**src/source/adc_slice_pkg.sv**
```systemverilog
package adc_slice_pkg;

  // struct widths follow these defaults, keep them equal to the top parameters
  localparam int nadc_default = 8;
  localparam int nctl_default = 5;

  localparam logic [7:0] REG_V2T    = 8'h00;
  localparam logic [7:0] REG_TDC    = 8'h04;
  localparam logic [7:0] REG_RESULT = 8'h08;

  localparam logic [1:0] RESP_OKAY   = 2'b00;
  localparam logic [1:0] RESP_SLVERR = 2'b10;

  // master side of the register port
  typedef struct packed {
    logic [7:0]  awaddr;
    logic        awvalid;
    logic [31:0] wdata;
    logic [3:0]  wstrb;
    logic        wvalid;
    logic        bready;
    logic [7:0]  araddr;
    logic        arvalid;
    logic        rready;
  } axil_req_t;

  // slave side of the register port
  typedef struct packed {
    logic        awready;
    logic        wready;
    logic [1:0]  bresp;
    logic        bvalid;
    logic        arready;
    logic [31:0] rdata;
    logic [1:0]  rresp;
    logic        rvalid;
  } axil_rsp_t;

  typedef struct packed {
    logic [31-2*nctl_default:0] unused;
    logic [nctl_default-1:0]    ctl_v2t_p;
    logic [nctl_default-1:0]    ctl_v2t_n;
  } v2t_fields_t;

  typedef struct packed {
    logic [26-nctl_default:0] unused;
    logic [3:0]               acc_log2;
    logic                     en_phase_reverse;
    logic [nctl_default-1:0]  ctl_dcdl;
  } tdc_fields_t;

  // config data word, meaning depends on the register address
  typedef union packed {
    v2t_fields_t v2t_view;
    tdc_fields_t tdc_view;
  } cfg_word_u;

  typedef struct packed {
    logic [2**nadc_default-2:0] ff_out;
    logic                       sign;
    logic                       valid;
  } tdc_sample_t;

  typedef struct packed {
    logic [nadc_default-1:0] mag;
    logic                    sign;
    logic                    valid;
  } adc_code_t;

  typedef struct packed {
    logic [19:0] sum;
    logic        valid;
  } acc_result_t;

endpackage

```
**src/source/adc_slice_backend.sv**
```systemverilog
`timescale 1ns/1ns

module adc_slice_backend #(
  parameter int nadc = 8,
  parameter int nctl = 5
) (
  input  logic                       clk_adder,
  input  logic                       rstb,
  input  adc_slice_pkg::axil_req_t   axil_req,
  output adc_slice_pkg::axil_rsp_t   axil_rsp,
  input  adc_slice_pkg::tdc_sample_t tdc_in,
  output adc_slice_pkg::adc_code_t   code_out,
  output adc_slice_pkg::acc_result_t acc_out,
  output logic [2**nctl-2:0]         thm_ctl_v2t_n,
  output logic [2**nctl-2:0]         thm_ctl_v2t_p,
  output logic [2**nctl-2:0]         thm_ctl_dcdl,
  output logic                       phase_reverse
);

  adc_slice_pkg::tdc_sample_t sample_corr;
  logic en_phase_reverse;
  logic [3:0] acc_log2;
  logic restart;
  logic [19:0] acc_sum;

  slice_cfg_regs #(.nctl(nctl)) slice_cfg_regs_i (
    .clk_adder        (clk_adder),
    .rstb             (rstb),
    .req              (axil_req),
    .rsp              (axil_rsp),
    .acc_sum          (acc_sum),
    .thm_ctl_v2t_n    (thm_ctl_v2t_n),
    .thm_ctl_v2t_p    (thm_ctl_v2t_p),
    .thm_ctl_dcdl     (thm_ctl_dcdl),
    .en_phase_reverse (en_phase_reverse),
    .acc_log2         (acc_log2),
    .restart          (restart)
  );

  tdc_capture #(.nadc(nadc)) tdc_capture_i (
    .clk_adder        (clk_adder),
    .rstb             (rstb),
    .sample_in        (tdc_in),
    .en_phase_reverse (en_phase_reverse),
    .sample_out       (sample_corr),
    .phase_reverse    (phase_reverse)
  );

  wallace_popcount #(.nadc(nadc)) wallace_popcount_i (
    .clk_adder (clk_adder),
    .rstb      (rstb),
    .sample    (sample_corr),
    .code      (code_out)
  );

  code_accumulator #(.nadc(nadc)) code_accumulator_i (
    .clk_adder (clk_adder),
    .rstb      (rstb),
    .code      (code_out),
    .acc_log2  (acc_log2),
    .restart   (restart),
    .result    (acc_out),
    .acc_sum   (acc_sum)
  );

endmodule

```
**src/source/code_accumulator.sv**
```systemverilog
`timescale 1ns/1ns

module code_accumulator #(
  parameter int nadc = 8
) (
  input  logic                       clk_adder,
  input  logic                       rstb,
  input  adc_slice_pkg::adc_code_t   code,
  input  logic [3:0]                 acc_log2,
  input  logic                       restart,
  output adc_slice_pkg::acc_result_t result,
  output logic [19:0]                acc_sum
);

  logic [15:0] count;
  logic [15:0] last_idx;
  logic [19:0] mag_ext;
  logic [19:0] signed_mag;
  logic [19:0] partial;
  logic [19:0] next_sum;
  logic [19:0] held;
  logic res_valid;

  always_comb begin
    // window holds 2^acc_log2 codes
    last_idx = 16'((17'd1 << acc_log2) - 17'd1);
    mag_ext = {{(20-nadc){1'b0}}, code.mag};
    signed_mag = code.sign ? -mag_ext : mag_ext;
    next_sum = partial + signed_mag;
  end

  always_ff @(posedge clk_adder or negedge rstb) begin
    if (!rstb) begin
      count <= '0;
      partial <= '0;
      held <= '0;
      res_valid <= 1'b0;
    end else begin
      res_valid <= 1'b0;
      if (restart) begin
        count <= '0;
        partial <= '0;
      end else if (code.valid) begin
        if (count == last_idx) begin
          held <= next_sum;
          res_valid <= 1'b1;
          count <= '0;
          partial <= '0;
        end else begin
          partial <= next_sum;
          count <= count + 16'd1;
        end
      end
    end
  end

  assign acc_sum = held;

  always_comb begin
    result.sum = held;
    result.valid = res_valid;
  end

endmodule

```
**src/source/slice_cfg_regs.sv**
```systemverilog
`timescale 1ns/1ns

module slice_cfg_regs #(
  parameter int nctl = 5
) (
  input  logic                     clk_adder,
  input  logic                     rstb,
  input  adc_slice_pkg::axil_req_t req,
  output adc_slice_pkg::axil_rsp_t rsp,
  input  logic [19:0]              acc_sum,
  output logic [2**nctl-2:0]       thm_ctl_v2t_n,
  output logic [2**nctl-2:0]       thm_ctl_v2t_p,
  output logic [2**nctl-2:0]       thm_ctl_dcdl,
  output logic                     en_phase_reverse,
  output logic [3:0]               acc_log2,
  output logic                     restart
);

  logic [nctl-1:0] ctl_v2t_n;
  logic [nctl-1:0] ctl_v2t_p;
  logic [nctl-1:0] ctl_dcdl;
  logic aw_held;
  logic w_held;
  logic [7:0] aw_addr_q;
  logic [31:0] w_data_q;
  logic [3:0] w_strb_q;
  logic bvalid;
  logic rvalid;
  logic [1:0] bresp;
  logic [1:0] rresp;
  logic [31:0] rdata;
  logic aw_hs;
  logic w_hs;
  logic ar_hs;
  logic do_write;
  logic [7:0] wr_addr;
  logic [31:0] wr_data;
  logic [3:0] wr_strb;
  logic [31:0] merged;
  adc_slice_pkg::cfg_word_u cur_word;
  adc_slice_pkg::cfg_word_u wr_word;

  // register contents as seen on the bus
  function automatic adc_slice_pkg::cfg_word_u reg_word(input logic [7:0] addr);
    adc_slice_pkg::cfg_word_u w;
    w = '0;
    case (addr)
      adc_slice_pkg::REG_V2T: begin
        w.v2t_view.ctl_v2t_n = ctl_v2t_n;
        w.v2t_view.ctl_v2t_p = ctl_v2t_p;
      end
      adc_slice_pkg::REG_TDC: begin
        w.tdc_view.ctl_dcdl = ctl_dcdl;
        w.tdc_view.en_phase_reverse = en_phase_reverse;
        w.tdc_view.acc_log2 = acc_log2;
      end
      adc_slice_pkg::REG_RESULT: w = {{12{acc_sum[19]}}, acc_sum};
      default: w = '0;
    endcase
    return w;
  endfunction

  assign aw_hs = req.awvalid && !aw_held && !bvalid;
  assign w_hs = req.wvalid && !w_held && !bvalid;
  assign ar_hs = req.arvalid && !rvalid;
  assign do_write = (aw_held || aw_hs) && (w_held || w_hs);
  assign restart = do_write && (wr_addr == adc_slice_pkg::REG_TDC);

  // byte strobes merge new data over the current contents
  always_comb begin
    wr_addr = aw_held ? aw_addr_q : req.awaddr;
    wr_data = w_held ? w_data_q : req.wdata;
    wr_strb = w_held ? w_strb_q : req.wstrb;
    cur_word = reg_word(wr_addr);
    for (int b = 0; b < 4; b++) begin
      merged[8*b +: 8] = wr_strb[b] ? wr_data[8*b +: 8] : cur_word[8*b +: 8];
    end
    wr_word = merged;
  end

  always_ff @(posedge clk_adder) begin
    if (aw_hs) aw_addr_q <= req.awaddr;
    if (w_hs) begin
      w_data_q <= req.wdata;
      w_strb_q <= req.wstrb;
    end
    if (ar_hs) rdata <= reg_word(req.araddr);
  end

  always_ff @(posedge clk_adder or negedge rstb) begin
    if (!rstb) begin
      aw_held <= 1'b0;
      w_held <= 1'b0;
      bvalid <= 1'b0;
      bresp <= adc_slice_pkg::RESP_OKAY;
      rvalid <= 1'b0;
      rresp <= adc_slice_pkg::RESP_OKAY;
      ctl_v2t_n <= '0;
      ctl_v2t_p <= '0;
      ctl_dcdl <= '0;
      en_phase_reverse <= 1'b0;
      acc_log2 <= '0;
    end else begin
      if (do_write) begin
        aw_held <= 1'b0;
        w_held <= 1'b0;
        bvalid <= 1'b1;
        case (wr_addr)
          adc_slice_pkg::REG_V2T: begin
            ctl_v2t_n <= wr_word.v2t_view.ctl_v2t_n;
            ctl_v2t_p <= wr_word.v2t_view.ctl_v2t_p;
            bresp <= adc_slice_pkg::RESP_OKAY;
          end
          adc_slice_pkg::REG_TDC: begin
            ctl_dcdl <= wr_word.tdc_view.ctl_dcdl;
            en_phase_reverse <= wr_word.tdc_view.en_phase_reverse;
            acc_log2 <= wr_word.tdc_view.acc_log2;
            bresp <= adc_slice_pkg::RESP_OKAY;
          end
          // result register is read only
          default: bresp <= adc_slice_pkg::RESP_SLVERR;
        endcase
      end else begin
        if (aw_hs) aw_held <= 1'b1;
        if (w_hs) w_held <= 1'b1;
        if (bvalid && req.bready) bvalid <= 1'b0;
      end
      if (ar_hs) begin
        rvalid <= 1'b1;
        if (req.araddr == adc_slice_pkg::REG_V2T || req.araddr == adc_slice_pkg::REG_TDC ||
            req.araddr == adc_slice_pkg::REG_RESULT) begin
          rresp <= adc_slice_pkg::RESP_OKAY;
        end else begin
          rresp <= adc_slice_pkg::RESP_SLVERR;
        end
      end else if (rvalid && req.rready) begin
        rvalid <= 1'b0;
      end
    end
  end

  always_comb begin
    rsp.awready = !aw_held && !bvalid;
    rsp.wready = !w_held && !bvalid;
    rsp.bresp = bresp;
    rsp.bvalid = bvalid;
    rsp.arready = !rvalid;
    rsp.rdata = rdata;
    rsp.rresp = rresp;
    rsp.rvalid = rvalid;
  end

  // binary trim v sets the low v bits
  always_comb begin
    for (int i = 0; i < 2**nctl-1; i++) begin
      thm_ctl_v2t_n[i] = (i < ctl_v2t_n);
      thm_ctl_v2t_p[i] = (i < ctl_v2t_p);
      thm_ctl_dcdl[i] = (i < ctl_dcdl);
    end
  end

endmodule

```
**src/source/tdc_capture.sv**
```systemverilog
`timescale 1ns/1ns

module tdc_capture #(
  parameter int nadc = 8
) (
  input  logic                       clk_adder,
  input  logic                       rstb,
  input  adc_slice_pkg::tdc_sample_t sample_in,
  input  logic                       en_phase_reverse,
  output adc_slice_pkg::tdc_sample_t sample_out,
  output logic                       phase_reverse
);

  localparam int nbit = 2**nadc - 1;

  logic [nbit+1:0] ext;
  logic [nbit-1:0] corrected;
  logic [nbit-1:0] ff_q;
  logic sign_q;
  logic valid_q;
  logic pr_sampled;

  // padded word, a one below bit 0 and a zero above the top bit
  assign ext = {1'b0, sample_in.ff_out, 1'b1};

  // three input majority removes single bubbles
  always_comb begin
    for (int i = 0; i < nbit; i++) begin
      corrected[i] = (ext[i] & ext[i+1]) | (ext[i] & ext[i+2]) | (ext[i+1] & ext[i+2]);
    end
  end

  always_ff @(posedge clk_adder) begin
    ff_q <= corrected;
    sign_q <= sample_in.sign;
  end

  always_ff @(posedge clk_adder or negedge rstb) begin
    if (!rstb) begin
      valid_q <= 1'b0;
    end else begin
      valid_q <= sample_in.valid;
    end
  end

  // two flop synchronizer for the phase reverse enable
  always_ff @(posedge clk_adder or negedge rstb) begin
    if (!rstb) begin
      pr_sampled <= 1'b0;
      phase_reverse <= 1'b0;
    end else begin
      pr_sampled <= en_phase_reverse;
      phase_reverse <= pr_sampled;
    end
  end

  always_comb begin
    sample_out.ff_out = ff_q;
    sample_out.sign = sign_q;
    sample_out.valid = valid_q;
  end

endmodule

```
**src/source/wallace_popcount.sv**
```systemverilog
`timescale 1ns/1ns

module wallace_popcount #(
  parameter int nadc = 8
) (
  input  logic                       clk_adder,
  input  logic                       rstb,
  input  adc_slice_pkg::tdc_sample_t sample,
  output adc_slice_pkg::adc_code_t   code
);

  localparam int nbit = 2**nadc - 1;
  localparam int gw = 16;
  localparam int ngrp = (nbit + gw - 1) / gw;
  localparam int cw = $clog2(gw + 1);

  logic [ngrp*gw-1:0] padded;
  logic [cw-1:0] grp_cnt [ngrp];
  logic [cw-1:0] grp_q [ngrp];
  logic s1_sign;
  logic s1_valid;
  logic [nadc-1:0] total;
  logic [nadc-1:0] mag_q;
  logic sign_q;
  logic valid_q;

  // stage one, ones count per 16 bit group
  always_comb begin
    padded = '0;
    padded[nbit-1:0] = sample.ff_out;
    for (int g = 0; g < ngrp; g++) begin
      grp_cnt[g] = '0;
      for (int b = 0; b < gw; b++) begin
        grp_cnt[g] = grp_cnt[g] + cw'(padded[g*gw+b]);
      end
    end
  end

  always_ff @(posedge clk_adder) begin
    for (int g = 0; g < ngrp; g++) begin
      grp_q[g] <= grp_cnt[g];
    end
    s1_sign <= sample.sign;
  end

  // stage two, sum of the partial counts
  always_comb begin
    total = '0;
    for (int g = 0; g < ngrp; g++) begin
      total = total + nadc'(grp_q[g]);
    end
  end

  always_ff @(posedge clk_adder) begin
    mag_q <= total;
    sign_q <= s1_sign;
  end

  always_ff @(posedge clk_adder or negedge rstb) begin
    if (!rstb) begin
      s1_valid <= 1'b0;
      valid_q <= 1'b0;
    end else begin
      s1_valid <= sample.valid;
      valid_q <= s1_valid;
    end
  end

  always_comb begin
    code.mag = mag_q;
    code.sign = sign_q;
    code.valid = valid_q;
  end

endmodule

```
**config.mk**
```make
export PLATFORM = sky130hd
export DESIGN_NAME = adc_slice_backend
export DESIGN_NICKNAME = d
export VERILOG_FILES = /design/src/source/adc_slice_pkg.sv /design/src/source/adc_slice_backend.sv /design/src/source/code_accumulator.sv /design/src/source/slice_cfg_regs.sv /design/src/source/tdc_capture.sv /design/src/source/wallace_popcount.sv
export SDC_FILE = /design/constraint.sdc
export NUM_CORES = 1
export LEC_CHECK = 0
export ABC_AREA = 1
export BUFFER_PORTS_ARGS = -buffer_cell sky130_fd_sc_hd__buf_4
export CAP_MARGIN = 40
export CORE_ASPECT_RATIO = 1.5
export CORE_MARGIN = 3
export CORE_UTILIZATION = 63
export CTS_BUF_LIST = sky130_fd_sc_hd__clkbuf_4 sky130_fd_sc_hd__clkbuf_8
export CTS_CLUSTER_SIZE = 14
export DETAILED_ROUTE_END_ITERATION = 7
export PLACE_DENSITY = 0.85
export REMOVE_ABC_BUFFERS = 1
export SYNTH_ARGS = -nofsm -noshare
export SYNTH_HDL_FRONTEND = slang
export SYNTH_SLANG_ARGS = --single-unit
```
**constraint.sdc**
```tcl
create_clock -name clk_adder -period 14.45 [get_ports clk_adder]
set_input_delay 2.89 -clock clk_adder [delete_from_list [all_inputs] [get_ports clk_adder]]
set_output_delay 2.89 -clock clk_adder [all_outputs]
set_load 0.02 [all_outputs]
```
==> metrics.md <==
| Metric | Value |
|---|---|
| Sequential share of the synthesized area | 38.8% |
| Largest delay contributor family on the critical path | adder cells |
| Slowest CP cell | fa_1 |
| Routed len/inst | 17.0 um |
| Initial Utilization | about 64% |
| Final instance area | around 32,000 um^2 |
| TritonCTS clock tree | yes |
| Core Area | between 40,000 and 50,000 um^2 |
| Clk pin slew, worst setup/hold paths | around 0.07 ns |
| Reg area | 10,300 um^2 |
| Max-cap viol count | 0 |
| First-pass GRT wire length | 114 mm |
| Status | complete, no violations |
| Grt ovf | 0 |
| Critical R2R Launch | wallace_popcount_i.grp_q[0][0] |
| Final worst-path cycle share | 41.4% |
| Rel. slew slack | between 40 and 50% |
| YS warnings | 0 |
| Total wire length | between 70 and 80 mm |
| Clock skew | 0.0204 ns |
| Mean post-synth cell area | roughly 8.5 um^2 |
| Critical Path, Cell by Cell | ha_1 -> fa_1 -> a21oi_1 -> o21ai_0 -> xor2_1 -> fa_1 -> inv_1 -> fa_1 -> fa_1 -> fa_1 -> inv_1 -> fa_1 -> inv_1 -> fa_1 -> inv_1 -> ha_1 -> a21oi_1 -> nand2_1 -> nand2_1 -> nand2_1 -> a21oi_1 -> xor2_1 |
| Placed cell area | just over 30,000 um^2 |
| RSZ-0062 raised after global routing | false |
| Largest cells by area after synthesis | dfxtp_1 26%, fa_1 17%, inv_1 11% |
| Mapped cell area | 26,600 um^2 |
| # IOs | roughly 480 |
| Share of layout cells above drive strength 1 | 16.9% |
| Synth async-reset ratio | between 10% and 20% |
| Area Overhead vs Synth | 20.3% |
| DRC errors left | 0 |
| Number of antenna-violating nets in the routed design | 0 |
| PostCTS Resize Cnt | 0 |
| Crit end category | flop |
| Multi-input logic area | ~13,000 um^2 |
| Via density | approximately 5.2 |
| Worst setup margin | approximately 8.5 ns |
| Actual slew at the worst max-slew pin | around 0.83 ns |
| Die W | between 150 and 200 um |
| Number of synthesized register bits | roughly 470 |
| Crit-path max FO | 4 |
| CTS H-Tree Depth | 3 |
| Post-route minimum period | 5.99 ns |
| Critical Path Start | wallace_popcount_i.grp_q[0][0] |
| Clock Path Buffers | 3 |
| Initial DRC Count | approximately 1,100 |
| Final Slew Violations | 0 |
| EDFF count, synth | 40 |
| Dpl hpwl | roughly 57 mm |
| Post-synth cell types | 45 |
| DRT Pass-1 Iters | 5 |
| Port Buf Inserts | ~460 |
| Critical Path RT | approximately 15 ns |
| Most common library cells after synthesis | 780 x inv_1, 529 x nand2_1, 346 x dfxtp_1 |
| Clock Latency Late Sink | between 0.6 and 0.7 ns |
| Largest net degree at the start of global routing | 64 |
| Final hold violations | 0 |
| GP Congestion | 0.956 |
| Post-CTS setup buffers | 0 |
| Final net count | approximately 4,300 |
| Max stage delay on crit path | approximately 0.57 ns |
| Min-delay src | wallace_popcount_i.s1_sign |
| Die ar. | approximately 45,000 um^2 |
| Initial antenna violation count | 1 |
| Synth area leader | dfxtp_1 |
| CP arrival | between 6 and 7 ns |
| Mapped Cells | around 3,100 |
| Bufs and invs on worst path | 4 |
| Endpoints failing setup | 0 |
| Crit start category | flop |
| Count leader, synth | inv_1 |
| Root buffer cell | clkbuf_8 |
| Row cnt | slightly above 90 |
| Share of the synthesized area in the top cell type | 26.0% |
| # clock sinks | between 400 and 500 |
| Most Frequent Cell on Critical Path | fa_1 |
| Hold Crit Class | flop to flop |
| DIE HEIGHT | ~260 um |
| Fmax | approximately 0.17 GHz |
| Final TNS setup | 0 ns |
| Vias in the first global route | around 23,000 |
| Vias post-DR | approximately 22,000 |
| Dpl ws | approximately 8.5 ns |
| Critical path class | flop to flop |
| TritonCTS Buffers | 72 |
| Ys flop type | dfxtp_1 |
| Post-CTS Hold Fix Bufs | 0 |
| Fillcell total | roughly 2,900 |
| GRT Overall Usage | 32.0% |
[per-stage QoR]
stage	cells	hold WS [ns]	utilization, %
global route	4222	0.348	77.2
global placement	4090	0.314	73.2
floorplan	3075	0.310	-
detailed placement	4092	0.318	73.3
CTS	4220	0.333	77.2
finish	4222	0.335	77.2
[worst paths after layout]
| path | end | slack (ns) | cells past startpoint |
|---|---|---|---|
| worst max-delay path | wallace_popcount_i.mag_q[7] | 8.46 | 22 |
| worst min-delay path | wallace_popcount_i.sign_q | 0.33 | 0 |
| worst max register to register | wallace_popcount_i.mag_q[7] | 8.46 | 22 |
| worst min register to register | wallace_popcount_i.sign_q | 0.33 | 0 |
| max in group asynchronous | slice_cfg_regs_i.w_held | 11.46 | 3 |
| min in group asynchronous | code_accumulator_i.partial[17] | 2.14 | 1 |
[cell families (layout without fill, tap and decap cells)]
group                    after synthesis  count (layout)  synth area share (%)
AND/OR/NAND/NOR                      946             946                  14.7
buffers and inverters                862            1383                  12.7
flip-flops                           474             474                  38.8
AO/OA/AOI/OAI                        436             436                  8.67
adder cells (fa/ha/maj)              347             347                  22.6
XOR/XNOR                              65              65                  2.14
multiplexers                          10              10                 0.390
other                                  1               3                0.0141
[layout make-up]
cell class                 count  share of cell area, %
multi-input combinational   1806                   40.3
sequential                   474                   32.3
timing repair buffer         460                   10.8
inverter                     795                   9.32
clock buffer                 107                   4.25
tap                          558                   2.18
clock inverter                21                  0.789
antenna                        1                0.00782
[state kept, by name, summed over array words and instances, names as in the netlist, 2 cells and up]
| register | cells |
|---|---|
| code_accumulator_i.acc_sum | 20 |
| slice_cfg_regs_i.acc_log2 | 4 |
| wallace_popcount_i.mag_q | 8 |
| code_accumulator_i.partial | 20 |
| slice_cfg_regs_i.ctl_dcdl | 5 |
| slice_cfg_regs_i.aw_addr_q | 8 |
| slice_cfg_regs_i.w_data_q | 10 |
| slice_cfg_regs_i.rdata | 20 |
| wallace_popcount_i.grp_q | 80 |
| slice_cfg_regs_i.ctl_v2t_n | 5 |
| code_accumulator_i.count | 16 |
| slice_cfg_regs_i.ctl_v2t_p | 5 |
| slice_cfg_regs_i.w_strb_q | 2 |
| tdc_capture_i.ff_q | 255 |
[cell usage in the layout (no fill, tap or decap), types with 4 or more instances in the layout]
master	count
a21boi_0	15
a21oi_1	295
buf_4	458
bufinv_16	5
clkbuf_4	18
clkbuf_8	89
clkinv_1	4
clkinv_2	9
dfrtp_1	88
dfxtp_1	346
edfxtp_1	40
fa_1	223
ha_1	124
inv_1	780
inv_2	11
mux2i_1	7
nand2_1	529
nand3_1	112
nand4_1	34
nor2_1	221
nor2_2	5
nor2_4	4
nor3_1	28
o21ai_0	84
o21ai_1	12
o21bai_1	4
o221ai_1	10
xnor2_1	7
xor2_1	58
[metal layers]
layer	share of wire, %	vias up	global-route usage, %
met5	0	-	0
met4	4.6	0	14.7
met3	5.6	192	5.05
met2	56	765	63.8
met1	34	10400	31.8
li1	-	10500	-
Power is left out: the tool's default activity adds up to more than one toggle a clock period on the data nets, which glitch-free logic cannot reach.
